`src/tinyrv1_pkg.sv`:
```
`default_nettype none

package tinyrv1_pkg;

  // ==============================
  // Basic types
  // ==============================

  typedef logic [31:0] word_t;
  typedef logic [4:0]  reg_idx_t;
  typedef logic [6:0]  opcode_t;

  // RISC-V major opcodes for the supported subset
  localparam opcode_t OPC_OP_IMM = 7'b0010011;
  localparam opcode_t OPC_OP     = 7'b0110011;
  localparam opcode_t OPC_LOAD   = 7'b0000011;
  localparam opcode_t OPC_STORE  = 7'b0100011;
  localparam opcode_t OPC_JAL    = 7'b1101111;

  // funct7 that separates mul from add
  localparam logic [6:0] FUNCT7_MUL = 7'b0000001;

  localparam word_t RESET_PC = 32'h0000_0200;

  localparam int NUM_REGS  = 32;
  localparam int MUL_STEPS = 32;
  localparam int MUL_CNT_W = $clog2(MUL_STEPS);

  // ==============================
  // Controller states
  // ==============================

  typedef enum logic [1:0] {
    FETCH,
    EXEC,
    MUL_WAIT,
    WB
  } proc_state_e;

  // ==============================
  // Bundles between blocks
  // ==============================

  typedef struct packed {
    word_t op_a;
    word_t op_b;
    word_t pc;
    word_t inst;
  } int_op_t;

  typedef struct packed {
    word_t a;
    word_t b;
  } mul_req_t;

  typedef struct packed {
    logic  val;
    logic  wen;
    word_t addr;
    word_t wdata;
  } dmem_req_t;

  // One record per retired instruction
  typedef struct packed {
    word_t addr;
    word_t inst;
    word_t data;
  } trace_t;

endpackage

`default_nettype wire

```
`src/proc_int_unit.sv`:
```
`default_nettype none

module proc_int_unit import tinyrv1_pkg::*; (
  input  int_op_t op,
  output word_t   result,
  output word_t   target
);

  opcode_t opcode;
  word_t   imm_i;
  word_t   imm_s;
  word_t   imm_j;

  assign opcode = op.inst[6:0];

  // ==============================
  // Immediates
  // ==============================

  assign imm_i = {{20{op.inst[31]}}, op.inst[31:20]};
  assign imm_s = {{20{op.inst[31]}}, op.inst[31:25], op.inst[11:7]};

  // J-type bits are scrambled, bit 0 is always zero
  assign imm_j = {{12{op.inst[31]}}, op.inst[19:12], op.inst[20],
                  op.inst[30:21], 1'b0};

  // ==============================
  // Result select
  // ==============================

  always_comb begin
    case (opcode)
      OPC_OP_IMM: result = op.op_a + imm_i;
      OPC_LOAD:   result = op.op_a + imm_i;
      OPC_STORE:  result = op.op_a + imm_s;
      // Link value
      OPC_JAL:    result = op.pc + 32'd4;
      default:    result = op.op_a + op.op_b;
    endcase
  end

  // Jump target, only meaningful for jal
  assign target = op.pc + imm_j;

endmodule

`default_nettype wire

```
`src/proc_mul_unit.sv`:
```
`default_nettype none

module proc_mul_unit import tinyrv1_pkg::*; (
  input  logic     clk,
  input  logic     rst,
  input  logic     req,
  input  mul_req_t ops,
  output logic     ack,
  output word_t    result
);

  typedef enum logic [1:0] {
    MUL_IDLE,
    MUL_BUSY,
    MUL_DONE
  } mul_state_e;

  mul_state_e           state;
  logic [MUL_CNT_W-1:0] cnt;
  logic                 last_step;

  // Shift registers and running sum
  word_t mcand;
  word_t mplier;
  word_t acc;

  assign last_step = (cnt == MUL_CNT_W'(MUL_STEPS - 1));

  // ==============================
  // Control
  // ==============================

  always_ff @(posedge clk) begin
    if (rst) begin
      state <= MUL_IDLE;
      cnt   <= '0;
    end else begin
      case (state)
        MUL_IDLE: begin
          if (req) begin
            state <= MUL_BUSY;
            cnt   <= '0;
          end
        end
        MUL_BUSY: begin
          cnt <= cnt + 1'b1;
          if (last_step) begin
            state <= MUL_DONE;
          end
        end
        // Wait for the requester to drop req
        MUL_DONE: begin
          if (!req) begin
            state <= MUL_IDLE;
          end
        end
        default: state <= MUL_IDLE;
      endcase
    end
  end

  // ==============================
  // Datapath
  // ==============================

  always_ff @(posedge clk) begin
    if (state == MUL_IDLE && req) begin
      mcand  <= ops.a;
      mplier <= ops.b;
      acc    <= '0;
    end else if (state == MUL_BUSY) begin
      if (mplier[0]) begin
        acc <= acc + mcand;
      end
      mcand  <= mcand << 1;
      mplier <= mplier >> 1;
    end
  end

  // Low 32 bits of the product, held until req falls
  assign ack    = (state == MUL_DONE);
  assign result = acc;

endmodule

`default_nettype wire

```
`src/proc_ctrl.sv`:
```
`default_nettype none

module proc_ctrl import tinyrv1_pkg::*; (
  input  logic      clk,
  input  logic      rst,

  output word_t     imem_addr,
  input  word_t     imem_data,

  output dmem_req_t dmem_req,
  input  word_t     dmem_rdata,

  output int_op_t   int_op,
  input  word_t     int_result,
  input  word_t     int_target,

  output logic      mul_req,
  output mul_req_t  mul_ops,
  input  logic      mul_ack,
  input  word_t     mul_result,

  output logic      trace_val,
  output trace_t    trace
);

  proc_state_e state;
  proc_state_e state_next;

  word_t pc;
  word_t ir;
  word_t next_pc;
  word_t wb_data;

  word_t rf [NUM_REGS];

  // Decoded fields
  opcode_t    opcode;
  logic [6:0] funct7;
  reg_idx_t   rd;
  reg_idx_t   rs1;
  reg_idx_t   rs2;

  logic is_load;
  logic is_store;
  logic is_jal;
  logic is_mul;

  word_t rs1_val;
  word_t rs2_val;
  logic  rf_wen;

  // ==============================
  // Decode
  // ==============================

  assign opcode = ir[6:0];
  assign rd     = ir[11:7];
  assign rs1    = ir[19:15];
  assign rs2    = ir[24:20];
  assign funct7 = ir[31:25];

  assign is_load  = (opcode == OPC_LOAD);
  assign is_store = (opcode == OPC_STORE);
  assign is_jal   = (opcode == OPC_JAL);
  assign is_mul   = (opcode == OPC_OP) && (funct7 == FUNCT7_MUL);

  // x0 reads zero
  assign rs1_val = (rs1 == '0) ? '0 : rf[rs1];
  assign rs2_val = (rs2 == '0) ? '0 : rf[rs2];

  // ==============================
  // State machine
  // ==============================

  always_comb begin
    state_next = state;
    case (state)
      FETCH:    state_next = EXEC;
      EXEC:     state_next = is_mul ? MUL_WAIT : WB;
      MUL_WAIT: state_next = mul_ack ? WB : MUL_WAIT;
      WB:       state_next = FETCH;
      default:  state_next = FETCH;
    endcase
  end

  always_ff @(posedge clk) begin
    if (rst) begin
      state <= FETCH;
      pc    <= RESET_PC;
    end else begin
      state <= state_next;
      if (state == WB) begin
        pc <= next_pc;
      end
    end
  end

  // Instruction register loads during fetch
  always_ff @(posedge clk) begin
    if (state == FETCH) begin
      ir <= imem_data;
    end
  end

  // Writeback value and next pc, captured in EXEC or when the multiplier answers
  always_ff @(posedge clk) begin
    if (state == EXEC) begin
      next_pc <= is_jal ? int_target : pc + 32'd4;
      if (is_load) begin
        wb_data <= dmem_rdata;
      end else if (is_store) begin
        wb_data <= rs2_val;
      end else begin
        wb_data <= int_result;
      end
    end else if (state == MUL_WAIT && mul_ack) begin
      wb_data <= mul_result;
    end
  end

  // ==============================
  // Register file
  // ==============================

  assign rf_wen = (state == WB) && !is_store && (rd != '0);

  always_ff @(posedge clk) begin
    if (rst) begin
      for (int i = 0; i < NUM_REGS; i++) begin
        rf[i] <= '0;
      end
    end else if (rf_wen) begin
      rf[rd] <= wb_data;
    end
  end

  // ==============================
  // Outputs
  // ==============================

  assign imem_addr = pc;

  assign int_op.op_a = rs1_val;
  assign int_op.op_b = rs2_val;
  assign int_op.pc   = pc;
  assign int_op.inst = ir;

  // Memory access happens in EXEC only
  assign dmem_req.val   = (state == EXEC) && (is_load || is_store);
  assign dmem_req.wen   = (state == EXEC) && is_store;
  assign dmem_req.addr  = int_result;
  assign dmem_req.wdata = rs2_val;

  // Request held for the whole wait, drops in WB after ack
  assign mul_req   = (state == MUL_WAIT);
  assign mul_ops.a = rs1_val;
  assign mul_ops.b = rs2_val;

  assign trace_val  = (state == WB);
  assign trace.addr = pc;
  assign trace.inst = ir;
  assign trace.data = wb_data;

endmodule

`default_nettype wire

```
`src/proc_top.sv`:
```
`default_nettype none

module proc_top import tinyrv1_pkg::*; (
  input  logic      clk,
  input  logic      rst,

  output word_t     imem_addr,
  input  word_t     imem_data,

  output dmem_req_t dmem_req,
  input  word_t     dmem_rdata,

  output logic      trace_val,
  output trace_t    trace
);

  // Controller to integer unit
  int_op_t int_op;
  word_t   int_result;
  word_t   int_target;

  // Multiplier handshake
  logic     mul_req;
  mul_req_t mul_ops;
  logic     mul_ack;
  word_t    mul_result;

  proc_ctrl proc_ctrl_inst (
    .clk        (clk),
    .rst        (rst),
    .imem_addr  (imem_addr),
    .imem_data  (imem_data),
    .dmem_req   (dmem_req),
    .dmem_rdata (dmem_rdata),
    .int_op     (int_op),
    .int_result (int_result),
    .int_target (int_target),
    .mul_req    (mul_req),
    .mul_ops    (mul_ops),
    .mul_ack    (mul_ack),
    .mul_result (mul_result),
    .trace_val  (trace_val),
    .trace      (trace)
  );

  proc_int_unit proc_int_unit_inst (
    .op     (int_op),
    .result (int_result),
    .target (int_target)
  );

  proc_mul_unit proc_mul_unit_inst (
    .clk    (clk),
    .rst    (rst),
    .req    (mul_req),
    .ops    (mul_ops),
    .ack    (mul_ack),
    .result (mul_result)
  );

endmodule

`default_nettype wire

```
`config.mk`:
```
export PLATFORM = sky130hd
export DESIGN_NAME = proc_top
export DESIGN_NICKNAME = d
export VERILOG_FILES = /design/src/tinyrv1_pkg.sv /design/src/proc_int_unit.sv /design/src/proc_mul_unit.sv /design/src/proc_ctrl.sv /design/src/proc_top.sv
export SDC_FILE = /design/constraint.sdc
export NUM_CORES = 2
export LEC_CHECK = 0
export ABC_AREA = 1
export ABC_CLOCK_PERIOD_IN_PS = 4300
export BUFFER_PORTS_ARGS = -buffer_cell sky130_fd_sc_hd__buf_2
export CORE_ASPECT_RATIO = 1.4
export CORE_MARGIN = 4
export CORE_UTILIZATION = 30
export DETAILED_ROUTE_END_ITERATION = 7
export MAX_ROUTING_LAYER = met4
export PLACE_DENSITY = 0.53
export SETUP_SLACK_MARGIN = 0.1
export SLEW_MARGIN = 20
export SYNTH_ARGS = -nofsm -noshare
export SYNTH_HDL_FRONTEND = slang
export SYNTH_SLANG_ARGS = --single-unit
```
`constraint.sdc`:
```
create_clock -name clk -period 4.3 [get_ports clk]
set_input_delay 0 -clock clk [delete_from_list [all_inputs] [get_ports clk]]
set_output_delay 0 -clock clk [all_outputs]
set_load 0.05 [all_outputs]
```
---- Word level (Yosys, flattened, before mapping) ----
Memories as Yosys holds them, arrays and structs flattened. A register that Yosys moved wholly into a read port is not among the register bits.
Index checks and enable logic that the tools add are counted.
word-level totals
  flip-flop bits (word level) ............. 233
  input bits .............................. 66
  memory bits (writable) .................. 1024
  memories ................................ 1
operators by class
  eq/ne operators ......................... 15
  reduce and logical (&&, ||, !) cells .... 22
  muxes and demuxes ....................... 31
  add/subtract/negate cells ............... 7
memory list
  memory             words  bits a word  rd ports  clocked after memory_dff  wr ports  line             RTL
  proc_ctrl_inst.rf  32     32           2         2                         32        proc_ctrl.sv:34  word_t rf [NUM_REGS];
operators with widths
  operator                 count
  $mux W32                 12
  $add A32 B32 Y32         5
  $pmux W32 S3             1
  $add A32 B3 Y32 const B  1
  $reduce_or A32 Y1        1
  $mux W5                  4
  $eq A7 B6 Y1 const B     2
  $logic_not A5 Y1         2
  $pmux W5 S2              1
  $mux W1                  8
  $pmux W2 S4              1
  $eq A7 B1 Y1 const B     1
  $eq A7 B2 Y1 const B     1
  $eq A7 B5 Y1 const B     1
  $eq A7 B7 Y1 const B     1
  $logic_and A1 B1 Y1      7
  $eq A2 B2 Y1 const B     3
  $mux W2                  3
  $pmux W2 S3              1
  $reduce_bool A2 Y1       3
  $add A5 B1 Y5 const B    1
  $eq A5 B5 Y1 const B     1
  $reduce_bool A5 Y1       1
  $eq A2 B1 Y1 const B     2
  8 further kinds          11

---- Depth between registers and ports, before layout ----
  depth after elaboration ................. 9
  depth in mapped cells ................... 29
  depth with buffers taken out ............ 25

---- Hierarchy ----
From an unflattened synthesis, not the netlist that was laid out.
unflattened totals
  cell total of the unflattened synthesis .. 9623
  area total of the unflattened synthesis .. 75737.6 µm²
by module, submodules not included
  module         sequential area each (µm²)  times used  area an instance (µm²)  cells an instance
  proc_ctrl      34513.1                     1           63334.5                 7494
  proc_mul_unit  2702.6                      1           6673.9                  966
  proc_int_unit  0.0                         1           5729.2                  1163

---- Worst setup path after synthesis ----
No wires, ideal clock.
  path type ............................... reg2reg
  start point ............................. reg (tool-made name)
  end point ............................... reg proc_ctrl_inst.wb_data[16] (data pin)
  clock period less this slack ............ 4.754 ns
  stages on the path, launching flop included .. 26
  arrival ................................. 4.627 ns
  library setup time ...................... 0.127 ns
  path slack .............................. -0.454 ns
  buffers on the path ..................... 3
  data required time ...................... 4.173 ns
  cells stage by stage .................... dfxtp_1 -> inv_1 -> clkbuf_1 -> clkbuf_1 -> clkbuf_1 -> o221ai_1 -> nand3_1 -> nand2_1 -> o211ai_1 -> inv_1 -> ha_1 -> fa_1 -> nand3_1 -> nand3_1 -> inv_1 -> nor2_1 -> nor2_1 -> o21ai_0 -> nand2_1 -> nand2_1 -> xnor2_1 -> o21ai_0 -> nand2_1 -> nand3_1 -> nand2_1 -> inv_1
RTL lines
  item                  line              RTL
  to (signal assigned)  proc_ctrl.sv:110  wb_data <= dmem_rdata;
  to (signal assigned)  proc_ctrl.sv:112  wb_data <= rs2_val;
  to (signal assigned)  proc_ctrl.sv:114  wb_data <= int_result;
  to (decl)             proc_ctrl.sv:32   word_t wb_data;

==> run metrics <==
placed instance area ~79000 µm²; Worst setup EP type output port; synthesized area 71100 µm²; Vias per Instance roughly 5.8; #FFs+latches synth ~1300; period utilization 1.13; port buffer count 260; max-cap violations 0; largest net degree at the start of global routing between 60 and 70; die width about 420 µm; Worst VDD drop 1.89 mV; num rows ~210; worst-case clock buffer depth 4; Lkg Pwr approximately 35 nW; Mapped Cells 8226; fraction of layout cells with a size suffix above 1 0.198; library cells used by synthesis 55; CP dominant cell by count buf_16; CTS tree yes; Finished Layout Cells about 12000; clock tree root buffer cell clkbuf_16; final global-route overflow total 0; Setup violations, final 27; Slew @ Worst Pin roughly 1200 ps; GRT Total Usage 0.269; FFs w/ async S/R, synth 0; Max Freq 0.205 GHz; CTS Buf Count between 100 and 150; design area around 90000 µm²; DRT antenna net count 0; fin nets around 9000; CP required ~4300 ps; Hold Crit Depth 6; Final Critical Period just under 5000 ps; Util after Layout 0.381; Synth warnings 0; setup TNS -11080 ps; buffers plus inverters on the worst setup path 8; clk sinks roughly 1300; Worst path max stage delay 470 ps; crit-path cells buf_12 > buf_16 > buf_16 > buf_16 > buf_8 > o21ai_0 > o221ai_1 > nand3_1 > nand3_2 > nand3_4 > a21oi_4 > ha_4 > inv_2 > o21ai_2 > a21o_1 > nor2_4 > nor2_1 > nor2_1 > nand2_2 > nand3_1 > nand3_2 > buf_4 > nand2_2 > buf_8; Initial Utilization 0.301; RR Endpoint proc_ctrl_inst.wb_data[25]$_DFFE_PP_; failing checks negative setup slack; post-synthesis sequential area ratio 0.524; Worst Hold Class in2reg; Post-synth EDFFs ~1200; I/O Pins roughly 260; initial drt markers ~9000; Startpoint Class register; synthesized area per cell ~8.6 µm²; hold endpoint proc_ctrl_inst.wb_data[11]$_DFFE_PP_; total core area between 200000 and 250000 µm²; Vert. Die Dim ~600 µm; clock skew between 30 and 40 ps; Hold Slack 104 ps; final setup margin -573 ps; unrepaired setup endpoints after global routing true; H-tree Lvls 4; leading area contributor after synthesis edfxtp_1; most common cell after layout, fill and taps aside nor2_1; Crit-path slowest cell dfxtp_4; crit-path max FO 8; crit path DAT between 4000 and 5000 ps; reg-to-reg slack, setup roughly 10 ps; synthesis-to-layout area growth 26.6%; Via Count about 70000; Worst-path clk slew about 70 ps; initial antenna violation count 2; drt wl/cell about 28 µm; Skew-Pair Late Insertion Delay 810 ps; Placer Congestion roughly 1.0; CP delay by family, top buffers and inverters; Most used DFF post-synth edfxtp_1; Cell Count Post-Placement roughly 11000; global-route wire length before repair between 400 and 500 mm; Pins Over Slew Limit 0; vias in the first global route slightly below 70000; final wirelength roughly 340 mm; DR pass1 iterations 7; critical setup path kind reg2out; post-DP HPWL 216 mm; hold_sp dmem_rdata[11]; Hold Vio Cnt, Final 0; outcome finished with violations; R2R depth 28; top post-synthesis cells by area edfxtp_1 50%, nor2_1 11%, o21ai_0 8.6%; PwrDens 811 nW/µm²; total die area around 240000 µm²; share of the synthesized area in the top cell type 0.500; DRC errors left 0; relative slew slack 0.214; commonest non-fill, non-tap cells in the layout 2143 x nor2_1, 1184 x edfxtp_1, 1114 x o21ai_0, 681 x nand2_1, 565 x buf_4
## registers in the layout, indices dropped and copies added, names as in the netlist, 5 cells and up, named ones only
name / flops
proc_ctrl_inst.rf: 1024
proc_ctrl_inst.ir: 32
proc_mul_unit_inst.cnt: 5
proc_mul_unit_inst.mplier: 32
proc_mul_unit_inst.mcand: 32
proc_ctrl_inst.next_pc: 32
proc_ctrl_inst.wb_data: 32
proc_mul_unit_inst.result: 32
proc_ctrl_inst.imem_addr: 32
## cells in the mapped netlist, drive strengths merged, types with 6 or more instances
cell type,count
xnor2,21
a21boi,6
a21oi,293
nor2,2168
a21o,18
edfxtp,1184
xor2,43
dfxtp,83
a32o,10
o211ai,27
nand3,430
o21a,11
o21ai,1226
a22oi,7
buf,428
ha,100
nor4,11
o21bai,24
nand2,784
or2,19
mux2,6
clkbuf,405
nor3,43
o221ai,384
nand3b,6
a31oi,54
nand4,15
o22ai,82
inv,307
a221oi,9
## layer usage
layer	part of all wire	wire (µm)	track usage	up-vias
li1	-	-	-	29855
met1	0.35	117000	0.296	33957
met2	0.49	166000	0.454	4586
met3	0.083	28200	0.0357	1375
met4	0.083	28000	0.184	0
met5	0	0	-	-
## power by group
| group | internal [mW] | leakage [nW] | switching (mW) |
|---|---|---|---|
| Combinational | 17.1 | 20.4 | 28.2 |
| Clock | 6.70 | 2.09 | 5.22 |
| Sequential | 14.7 | 12.8 | 0.964 |
| Total | 38.5 | 35.2 | 34.4 |
## layout make-up
class,instances,area [µm²]
Antenna cell,1,2.50
Timing Repair inverter,3,28.8
Tap cell,3088,3860
Clock buffer,176,3790
Multi-Input combinational cell,5850,30900
Fill cell,23425,146000
Timing Repair Buffer,1189,12500
Inverter,307,1220
Clock inverter,61,492
Sequential cell,1267,37200
## stage by stage
step | setup WS [ps] | power [mW]
floorplan | -41.3 | 35.9
global placement | -416 | 52.2
detailed placement | -404 | 52.2
CTS | -577 | 68.4
global route | -705 | 75.6
finish | -573 | 72.9
## worst max path at each step
stage | start | endpoint | depth (start not counted)
floorplan | register | proc_ctrl_inst.wb_data[16]$_DFFE_PP_ | 25
global placement | register | proc_ctrl_inst.wb_data[23]$_DFFE_PP_ | 25
detailed placement | register | proc_ctrl_inst.wb_data[22]$_DFFE_PP_ | 23
CTS | register | dmem_req[63] | 25
global route | register | dmem_req[54] | 27
finish | register | dmem_req[63] | 24
## what timing repair did
action                                  CTS  global route
pin swaps                                53           156
endpoints found under the setup margin   54            55
cloned                                   42            25
gates resized for setup                 367           378
hold endpoints to repair                141             0
buffers inserted                         48            63
hold buffers                             97             0
## logic make-up after synthesis
family	synth area share
buf+inv	0.0736
xor+xnor	0.00789
mux	0.00137
fa+ha+maj	0.0184
compound gates	0.180
other cells	0.0000528
simple gates	0.196
flops	0.524
## worst reg2reg max path, delay by kind of cell, from the launching register on
kind | cells | cell delay [ps]
buf+inv | 8 | 1200
compound gates | 8 | 1100
simple gates | 11 | 1050
flops | 1 | 470
fa+ha+maj | 1 | 210
Note: power is estimated with default switching activity, not from simulation.
